File: config.mk
export PLATFORM = sky130hd
export DESIGN_NAME = mul_unit
export DESIGN_NICKNAME = d
export VERILOG_FILES = /design/src/common/mul_pkg.sv /design/src/mult/mult_unsigned.sv /design/src/mult/mult_signed.sv /design/src/source/mul_ctrl.sv /design/src/source/mul_unit.sv
export SDC_FILE = /design/constraint.sdc
export NUM_CORES = 1
export LEC_CHECK = 0
export ABC_AREA = 1
export ABC_CLOCK_PERIOD_IN_PS = 3900
export CORE_ASPECT_RATIO = 0.6
export CORE_MARGIN = 2
export CORE_UTILIZATION = 60
export DETAILED_ROUTE_END_ITERATION = 8
export DONT_BUFFER_PORTS = 1
export GPL_TIMING_DRIVEN = 0
export PLACE_DENSITY = 0.76
export SYNTH_ARGS = -nofsm -noshare
export SYNTH_HDL_FRONTEND = slang
export SYNTH_HIERARCHICAL = 1
export SYNTH_SLANG_ARGS = --single-unit
File: constraint.sdc
create_clock -name clk -period 3.9 [get_ports clk]
set_input_delay 0.585 -clock clk [delete_from_list [all_inputs] [get_ports clk]]
set_output_delay 0.585 -clock clk [all_outputs]
set_load 0.02 [all_outputs]
File: src/common/mul_pkg.sv
package mul_pkg;

    // Operand width of the integer pipeline.
    localparam int XLEN = 32;

    // Multiply operations of the M extension.
    // The encoding follows funct3 of the instruction, so the decoder can pass it
    // through unchanged.
    typedef enum logic [1:0] {
        MUL    = 2'd0,
        MULH   = 2'd1,
        MULHSU = 2'd2,
        MULHU  = 2'd3
    } mul_op_e;

    // States of the request/response controller.
    typedef enum logic [1:0] {
        CTRL_IDLE = 2'd0,
        CTRL_BUSY = 2'd1,
        CTRL_DONE = 2'd2
    } ctrl_state_e;

    // States shared by the signed wrapper and the iterative core.
    typedef enum logic {
        CORE_IDLE = 1'b0,
        CORE_RUN  = 1'b1
    } core_state_e;

endpackage

File: src/mult/mult_unsigned.sv
`timescale 1ns/1ns

module mult_unsigned #(
    parameter int SIZE = mul_pkg::XLEN
) (
    input  logic                clk,
    input  logic                arst_n,

    input  logic                start,
    output logic                ready,
    output logic                valid,

    input  logic [SIZE-1:0]     multiplicand,
    input  logic [SIZE-1:0]     multiplier,
    output logic [2*SIZE-1:0]   product
);

    mul_pkg::core_state_e           state;
    logic [$clog2(SIZE+1)-1:0]      count_q;
    logic                           valid_q;
    logic [2*SIZE-1:0]              mcand_q;
    logic [SIZE-1:0]                mplier_q;
    logic [2*SIZE-1:0]              acc_q;
    logic                           load;
    logic                           step;

    assign load = (state == mul_pkg::CORE_IDLE) && start;

    // No step is taken in the valid cycle, so the product stays put there.
    assign step = (state == mul_pkg::CORE_RUN) && !valid_q;

    // Still busy during the valid cycle; ready returns on the edge after it.
    assign ready   = (state == mul_pkg::CORE_IDLE);
    assign valid   = valid_q;
    assign product = acc_q;

    always_ff @(posedge clk or negedge arst_n) begin
        if (!arst_n) begin
            state   <= mul_pkg::CORE_IDLE;
            count_q <= '0;
            valid_q <= 1'b0;
        end else begin
            case (state)
                mul_pkg::CORE_IDLE: begin
                    if (start) begin
                        state   <= mul_pkg::CORE_RUN;
                        count_q <= '0;
                    end
                end
                mul_pkg::CORE_RUN: begin
                    if (valid_q) begin
                        state   <= mul_pkg::CORE_IDLE;
                        valid_q <= 1'b0;
                    end else begin
                        count_q <= count_q + 1'b1;
                        // The last multiplier bit is added on this edge.
                        if (count_q == SIZE - 1) begin
                            valid_q <= 1'b1;
                        end
                    end
                end
                default: begin
                    state <= mul_pkg::CORE_IDLE;
                end
            endcase
        end
    end

    // Shift-add datapath, one multiplier bit per cycle from the LSB up.
    always_ff @(posedge clk) begin
        if (load) begin
            mcand_q  <= {{SIZE{1'b0}}, multiplicand};
            mplier_q <= multiplier;
            acc_q    <= '0;
        end else if (step) begin
            if (mplier_q[0]) begin
                acc_q <= acc_q + mcand_q;
            end
            mcand_q  <= mcand_q << 1;
            mplier_q <= mplier_q >> 1;
        end
    end

endmodule

File: src/mult/mult_signed.sv
`timescale 1ns/1ns

module mult_signed #(
    parameter int SIZE = mul_pkg::XLEN
) (
    input  logic                clk,
    input  logic                arst_n,

    input  logic                start,
    input  logic                a_signed,
    input  logic                b_signed,
    output logic                ready,
    output logic                valid,

    input  logic [SIZE-1:0]     multiplicand,
    input  logic [SIZE-1:0]     multiplier,
    output logic [2*SIZE-1:0]   product
);

    mul_pkg::core_state_e   state;
    logic                   result_neg;
    logic                   a_neg;
    logic                   b_neg;
    logic [SIZE-1:0]        a_mag;
    logic [SIZE-1:0]        b_mag;
    logic [2*SIZE-1:0]      mag_product;

    // An operand only counts as negative when it is treated as signed.
    assign a_neg = a_signed && multiplicand[SIZE-1];
    assign b_neg = b_signed && multiplier[SIZE-1];

    // The most negative value maps onto 2**(SIZE-1), which is still exact
    // as an unsigned magnitude.
    assign a_mag = a_neg ? -multiplicand : multiplicand;
    assign b_mag = b_neg ? -multiplier   : multiplier;

    assign product = result_neg ? -mag_product : mag_product;

    mult_unsigned #(
        .SIZE (SIZE)
    ) core_i (
        .clk          (clk),
        .arst_n       (arst_n),
        .start        (start),
        .ready        (ready),
        .valid        (valid),
        .multiplicand (a_mag),
        .multiplier   (b_mag),
        .product      (mag_product)
    );

    // The sign is sampled together with the operands, so the caller may
    // change its inputs while the core is running.
    always_ff @(posedge clk or negedge arst_n) begin
        if (!arst_n) begin
            state      <= mul_pkg::CORE_IDLE;
            result_neg <= 1'b0;
        end else begin
            case (state)
                mul_pkg::CORE_IDLE: begin
                    if (start) begin
                        state      <= mul_pkg::CORE_RUN;
                        result_neg <= a_neg ^ b_neg;
                    end
                end
                mul_pkg::CORE_RUN: begin
                    if (valid) begin
                        state <= mul_pkg::CORE_IDLE;
                    end
                end
                default: begin
                    state <= mul_pkg::CORE_IDLE;
                end
            endcase
        end
    end

endmodule

File: src/source/mul_ctrl.sv
`timescale 1ns/1ns

module mul_ctrl (
    input  logic                       clk,
    input  logic                       arst_n,

    input  logic                       req_valid,
    output logic                       req_ready,
    input  mul_pkg::mul_op_e           req_op,
    input  logic [mul_pkg::XLEN-1:0]   req_a,
    input  logic [mul_pkg::XLEN-1:0]   req_b,

    output logic                       resp_valid,
    input  logic                       resp_ready,
    output logic [mul_pkg::XLEN-1:0]   resp_data,

    output logic                       start,
    output logic                       a_signed,
    output logic                       b_signed,
    output logic [mul_pkg::XLEN-1:0]   multiplicand,
    output logic [mul_pkg::XLEN-1:0]   multiplier,
    input  logic                       mul_valid,
    input  logic [2*mul_pkg::XLEN-1:0] product
);

    mul_pkg::ctrl_state_e       state;
    mul_pkg::mul_op_e           op_q;
    logic [mul_pkg::XLEN-1:0]   a_q;
    logic [mul_pkg::XLEN-1:0]   b_q;
    logic [mul_pkg::XLEN-1:0]   resp_q;
    logic                       start_q;
    logic                       accept;
    logic                       capture;

    assign req_ready = (state == mul_pkg::CTRL_IDLE);
    assign accept    = req_valid && req_ready;
    assign capture   = (state == mul_pkg::CTRL_BUSY) && mul_valid;

    // MUL only needs the low word, which is the same for any signedness,
    // so it runs as an unsigned multiply.
    assign a_signed = (op_q == mul_pkg::MULH) || (op_q == mul_pkg::MULHSU);
    assign b_signed = (op_q == mul_pkg::MULH);

    assign start        = start_q;
    assign multiplicand = a_q;
    assign multiplier   = b_q;
    assign resp_valid   = (state == mul_pkg::CTRL_DONE);
    assign resp_data    = resp_q;

    always_ff @(posedge clk or negedge arst_n) begin
        if (!arst_n) begin
            state   <= mul_pkg::CTRL_IDLE;
            start_q <= 1'b0;
        end else begin
            start_q <= 1'b0;
            case (state)
                mul_pkg::CTRL_IDLE: begin
                    if (req_valid) begin
                        state   <= mul_pkg::CTRL_BUSY;
                        start_q <= 1'b1;
                    end
                end
                mul_pkg::CTRL_BUSY: begin
                    if (mul_valid) begin
                        state <= mul_pkg::CTRL_DONE;
                    end
                end
                mul_pkg::CTRL_DONE: begin
                    // The response register holds its value until it is taken.
                    if (resp_ready) begin
                        state <= mul_pkg::CTRL_IDLE;
                    end
                end
                default: begin
                    state <= mul_pkg::CTRL_IDLE;
                end
            endcase
        end
    end

    always_ff @(posedge clk) begin
        if (accept) begin
            op_q <= req_op;
            a_q  <= req_a;
            b_q  <= req_b;
        end
        if (capture) begin
            if (op_q == mul_pkg::MUL) begin
                resp_q <= product[mul_pkg::XLEN-1:0];
            end else begin
                resp_q <= product[2*mul_pkg::XLEN-1:mul_pkg::XLEN];
            end
        end
    end

endmodule

File: src/source/mul_unit.sv
`timescale 1ns/1ns

module mul_unit (
    input  logic                     clk,
    input  logic                     arst_n,

    input  logic                     req_valid,
    output logic                     req_ready,
    input  mul_pkg::mul_op_e         req_op,
    input  logic [mul_pkg::XLEN-1:0] req_a,
    input  logic [mul_pkg::XLEN-1:0] req_b,

    output logic                     resp_valid,
    input  logic                     resp_ready,
    output logic [mul_pkg::XLEN-1:0] resp_data
);

    logic                         mul_start;
    logic                         mul_a_signed;
    logic                         mul_b_signed;
    logic [mul_pkg::XLEN-1:0]     mul_multiplicand;
    logic [mul_pkg::XLEN-1:0]     mul_multiplier;
    logic                         mul_valid;
    logic [2*mul_pkg::XLEN-1:0]   mul_product;

    mul_ctrl ctrl_i (
        .clk          (clk),
        .arst_n       (arst_n),
        .req_valid    (req_valid),
        .req_ready    (req_ready),
        .req_op       (req_op),
        .req_a        (req_a),
        .req_b        (req_b),
        .resp_valid   (resp_valid),
        .resp_ready   (resp_ready),
        .resp_data    (resp_data),
        .start        (mul_start),
        .a_signed     (mul_a_signed),
        .b_signed     (mul_b_signed),
        .multiplicand (mul_multiplicand),
        .multiplier   (mul_multiplier),
        .mul_valid    (mul_valid),
        .product      (mul_product)
    );

    // The controller only starts from its idle state, so the multiplier's
    // ready output is left open here.
    mult_signed #(
        .SIZE (mul_pkg::XLEN)
    ) mult_i (
        .clk          (clk),
        .arst_n       (arst_n),
        .start        (mul_start),
        .a_signed     (mul_a_signed),
        .b_signed     (mul_b_signed),
        .ready        (),
        .valid        (mul_valid),
        .multiplicand (mul_multiplicand),
        .multiplier   (mul_multiplier),
        .product      (mul_product)
    );

endmodule

==> reports/metrics.yaml <==
timing.max_slew.rel_slack: 0.181
final.period_utilization: 0.792
die_w_um: 241
number_of_global_route_vias_before_repair: 17913
switching_share: 0.540
critical-path-top-cell-by-count: "sky130_fd_sc_hd__nand2_1"
gr_overflow_total: 0
tritoncts_num_sinks: 271
cp_data_arrival_time_ps: 3330
nets: 3250
synth.lib_cells_used.distinct: 44
sum_of_net_half_perimeters_after_detailed_placement_um: 56100
synthToLayoutAreaGrowth_pct: 7.66
cap_violations: 0
number_of_antenna_violations_at_the_first_check_in_global_routing: 0
critical_path_required_ps: 4140
synth_nets: 3218
share_clk_of_total_power: 0.124
status: "finished, final reports clean"
vdd_ir_drop_max_mv: 0.754
fraction_of_synthesis_flops_using_an_asynchronous_set_or_reset_pin: 0.0480
synth_top_cells_by_count: "sky130_fd_sc_hd__nand2_1, sky130_fd_sc_hd__inv_1, sky130_fd_sc_hd__nor2_1, sky130_fd_sc_hd__edfxtp_1, sky130_fd_sc_hd__nand3_1"
worst-path-max-fanout: 70
final-max-slew-violation-count: 0
total_power_density_per_cell_area_nw_per_um2: 1020
ys_dominant_reg_cell: "sky130_fd_sc_hd__edfxtp_1"
ctsHtreeMaxLevel: 1
netlist_instances: 3078
synth-edff-count: 162
grt_start_max_net_pins: 71
timing.setup.critical_path_class: "reg2reg"
switching_power_uw: 12000
fp.dieArea_um2: 35200
startpoint_kind_of_the_worst_setup_timing_path: "register"
wire_length_of_the_first_global_routing_pass_um: 103000
drt_iter0_markers: 2471
cts_root_buf: "sky130_fd_sc_hd__clkbuf_16"
p_comb_frac: 0.610
dp_worst_setup_slack_ps: 1050
fmax_mhz: 324
place.port_buffers: 0
crit_chain: "nand2_1, clkbuf_1, nand2_1, buf_4, buf_16"
synth.top_cell.area_share: 0.241
gp_congestion: 1.03
clk_transition_reported_paths_ps: 70
seqPwrFrac: 0.267
n_antenna_cell: 0
yosysWarnings: 6
detailroute.via_count: 19914
post_cts.resized_instances: 0
dp.cells: 3539
static-leakage-power_uw: 0.0112
clk_path_buf_depth: 3
synth.yosys.seq_area_share: 0.352
cts_tree: "yes"
fin_setup_tns_ps: 0
drt_pass1_iterations: 7
tritoncts.num_buffers: 27
synth-seq-cells: 271
timing.hold.worst_path_depth: 0
layout-drive-gt1-share: 0.0575
worst_clock_skew_ps: 19.4
ys_top_cells_by_area: "sky130_fd_sc_hd__edfxtp_1, sky130_fd_sc_hd__nand2_1, sky130_fd_sc_hd__inv_1"
route.detailed.wl_per_inst_um: 19.2
hold_viol_final: 0
post-synth-top-area-cell: "sky130_fd_sc_hd__edfxtp_1"
hold_class: "in2reg"
post-synth-top-count-cell: "sky130_fd_sc_hd__nand2_1"
clkLatencyLatePin_ps: 580
critical-path-slowest-cell: "sky130_fd_sc_hd__clkbuf_1"
timing.critical_path.to_type: "register"
route.detailed.vias_per_inst: 5.55
setup-violations-final: 0
synth.cell_area_um2: 20200
grt_util_all_layers: 0.388
fill_cells: 3128
vertical_die_dimension_um: 146
ff2ff_path_depth: 5
coreArea_um2: 33400
rows: 52
ff2ff_setup_slack_ps: 810
min_period_ps: 3090
postRouteAntennaNets: 0
post_layout_nonfiller_instances: 3590
internal_power_uw: 10200
initial_core_util: 0.604
tightestPinTransition_ps: 1230
cpPeakStageDelay_ps: 690
drc: 0
setup_repair_after_global_routing_missed_its_margin: "no"
synth_area_per_cell_um2: 6.57
pin_count: 104
layout_setup_ws_ps: 811
wl_um: 68800
==> cell families after synthesis <==
logic type,count (synthesis),synth area share
simple gates,1726,0.351
flops,271,0.352
fa+ha+maj,70,0.0437
compound gates,268,0.0841
buf+inv,637,0.123
xor+xnor,106,0.0459
==> routing by layer <==
metal	vias to the layer above	wire, um	track usage
li1	9615	-	-
met1	9060	31100	0.606
met2	1148	25300	0.499
met3	91	11300	0.154
met4	0	1130	0.0654
met5	-	0	0
==> cell type report <==
class,count,area (um^2),area share
well taps,459,574,0.0264
repair buffers,3,57.6,0.00265
inverters,575,2160,0.0992
clock buffers,40,778,0.0358
plain buffers,62,329,0.0151
flip-flops and latches,271,7110,0.327
clock inverters,10,135,0.00621
multi-input cells,2170,10600,0.488
==> state kept, by name, summed over array words and instances (netlist names) <==
signal,count
mult_i/core_i/mplier_q,32
ctrl_i/state,2
mult_i/core_i/mcand_q,64
ctrl_i/start,1
mult_i/core_i/count_q,6
mult_i/core_i/valid,1
ctrl_i/resp_data,32
ctrl_i/multiplier,32
mult_i/result_neg,1
mult_i/core_i/state,1
mult_i/state,1
mult_i/core_i/product,64
ctrl_i/multiplicand,32
ctrl_i/op_q,2
==> repair_timing <==
item,CTS,global route
buffers inserted,0,0
endpoints found under the hold margin,13,0
hold buffers,1,0
==> placed cells by master (no fill, tap or decap), types with 24 or more instances in the layout <==
master                      count
sky130_fd_sc_hd__o21a_1        24
sky130_fd_sc_hd__o21ai_2       38
sky130_fd_sc_hd__nor2_1       290
sky130_fd_sc_hd__clkbuf_1      36
sky130_fd_sc_hd__nand4_1       39
sky130_fd_sc_hd__o22ai_1       30
sky130_fd_sc_hd__nand2_1     1142
sky130_fd_sc_hd__xnor2_1       28
sky130_fd_sc_hd__xor2_1        78
sky130_fd_sc_hd__nand3_1      160
sky130_fd_sc_hd__clkbuf_16     27
sky130_fd_sc_hd__o21bai_1      34
sky130_fd_sc_hd__o21ai_0       75
sky130_fd_sc_hd__inv_1        569
sky130_fd_sc_hd__nand2_2       25
sky130_fd_sc_hd__ha_1          69
sky130_fd_sc_hd__dfxtp_1       96
sky130_fd_sc_hd__a21oi_1       55
sky130_fd_sc_hd__edfxtp_1     162
==> power groups by stage <==
stage               clock network, uW  registers [uW]  logic, uW
global placement                    0            5820      12500
finish                           2760            5930      13600
CTS                              2780            5770      13000
floorplan                           0            5040       9490
detailed placement                  0            5820      12900
global route                     2870            5930      14900
==> per-stage QoR <==
| stage | hold slack, ps | total power (uW) | instance area [um^2] | utilization |
|---|---|---|---|---|
| after global routing | 95.7 | 23700 | 21800 | 0.651 |
| after CTS | 89.4 | 21600 | 21800 | 0.651 |
| after detailed placement | 290 | 18800 | 20800 | 0.623 |
| final | 107 | 22300 | 21800 | 0.651 |
| after floorplan | 289 | 14500 | 20200 | - |
| after global placement | 290 | 18400 | 20800 | 0.622 |
==> critical path: cells and delay by family (launching register included) <==
family	cells	cell delay [ps]
buf+inv	3	1270
flops	1	380
simple gates	2	960
==> path summary, 6_finish.rpt <==
path | to | start
min reg2reg | mult_i/core_i/count_q[5]$_DFFE_PN0P_ | mult_i/core_i/count_q[5]$_DFFE_PN0P_
max in group asynchronous | mult_i/result_neg$_DFFE_PN0P_ | arst_n
min in group asynchronous | mult_i/core_i/count_q[1]$_DFFE_PN0P_ | arst_n
max | mult_i/core_i/mplier_q[16]$_DFFE_PP_ | ctrl_i/start$_DFF_PN0_
max reg2reg | mult_i/core_i/mplier_q[16]$_DFFE_PP_ | ctrl_i/start$_DFF_PN0_
min | ctrl_i/multiplicand[8]$_DFFE_PP_ | req_a[8]
(Power assumes the default switching activity.)
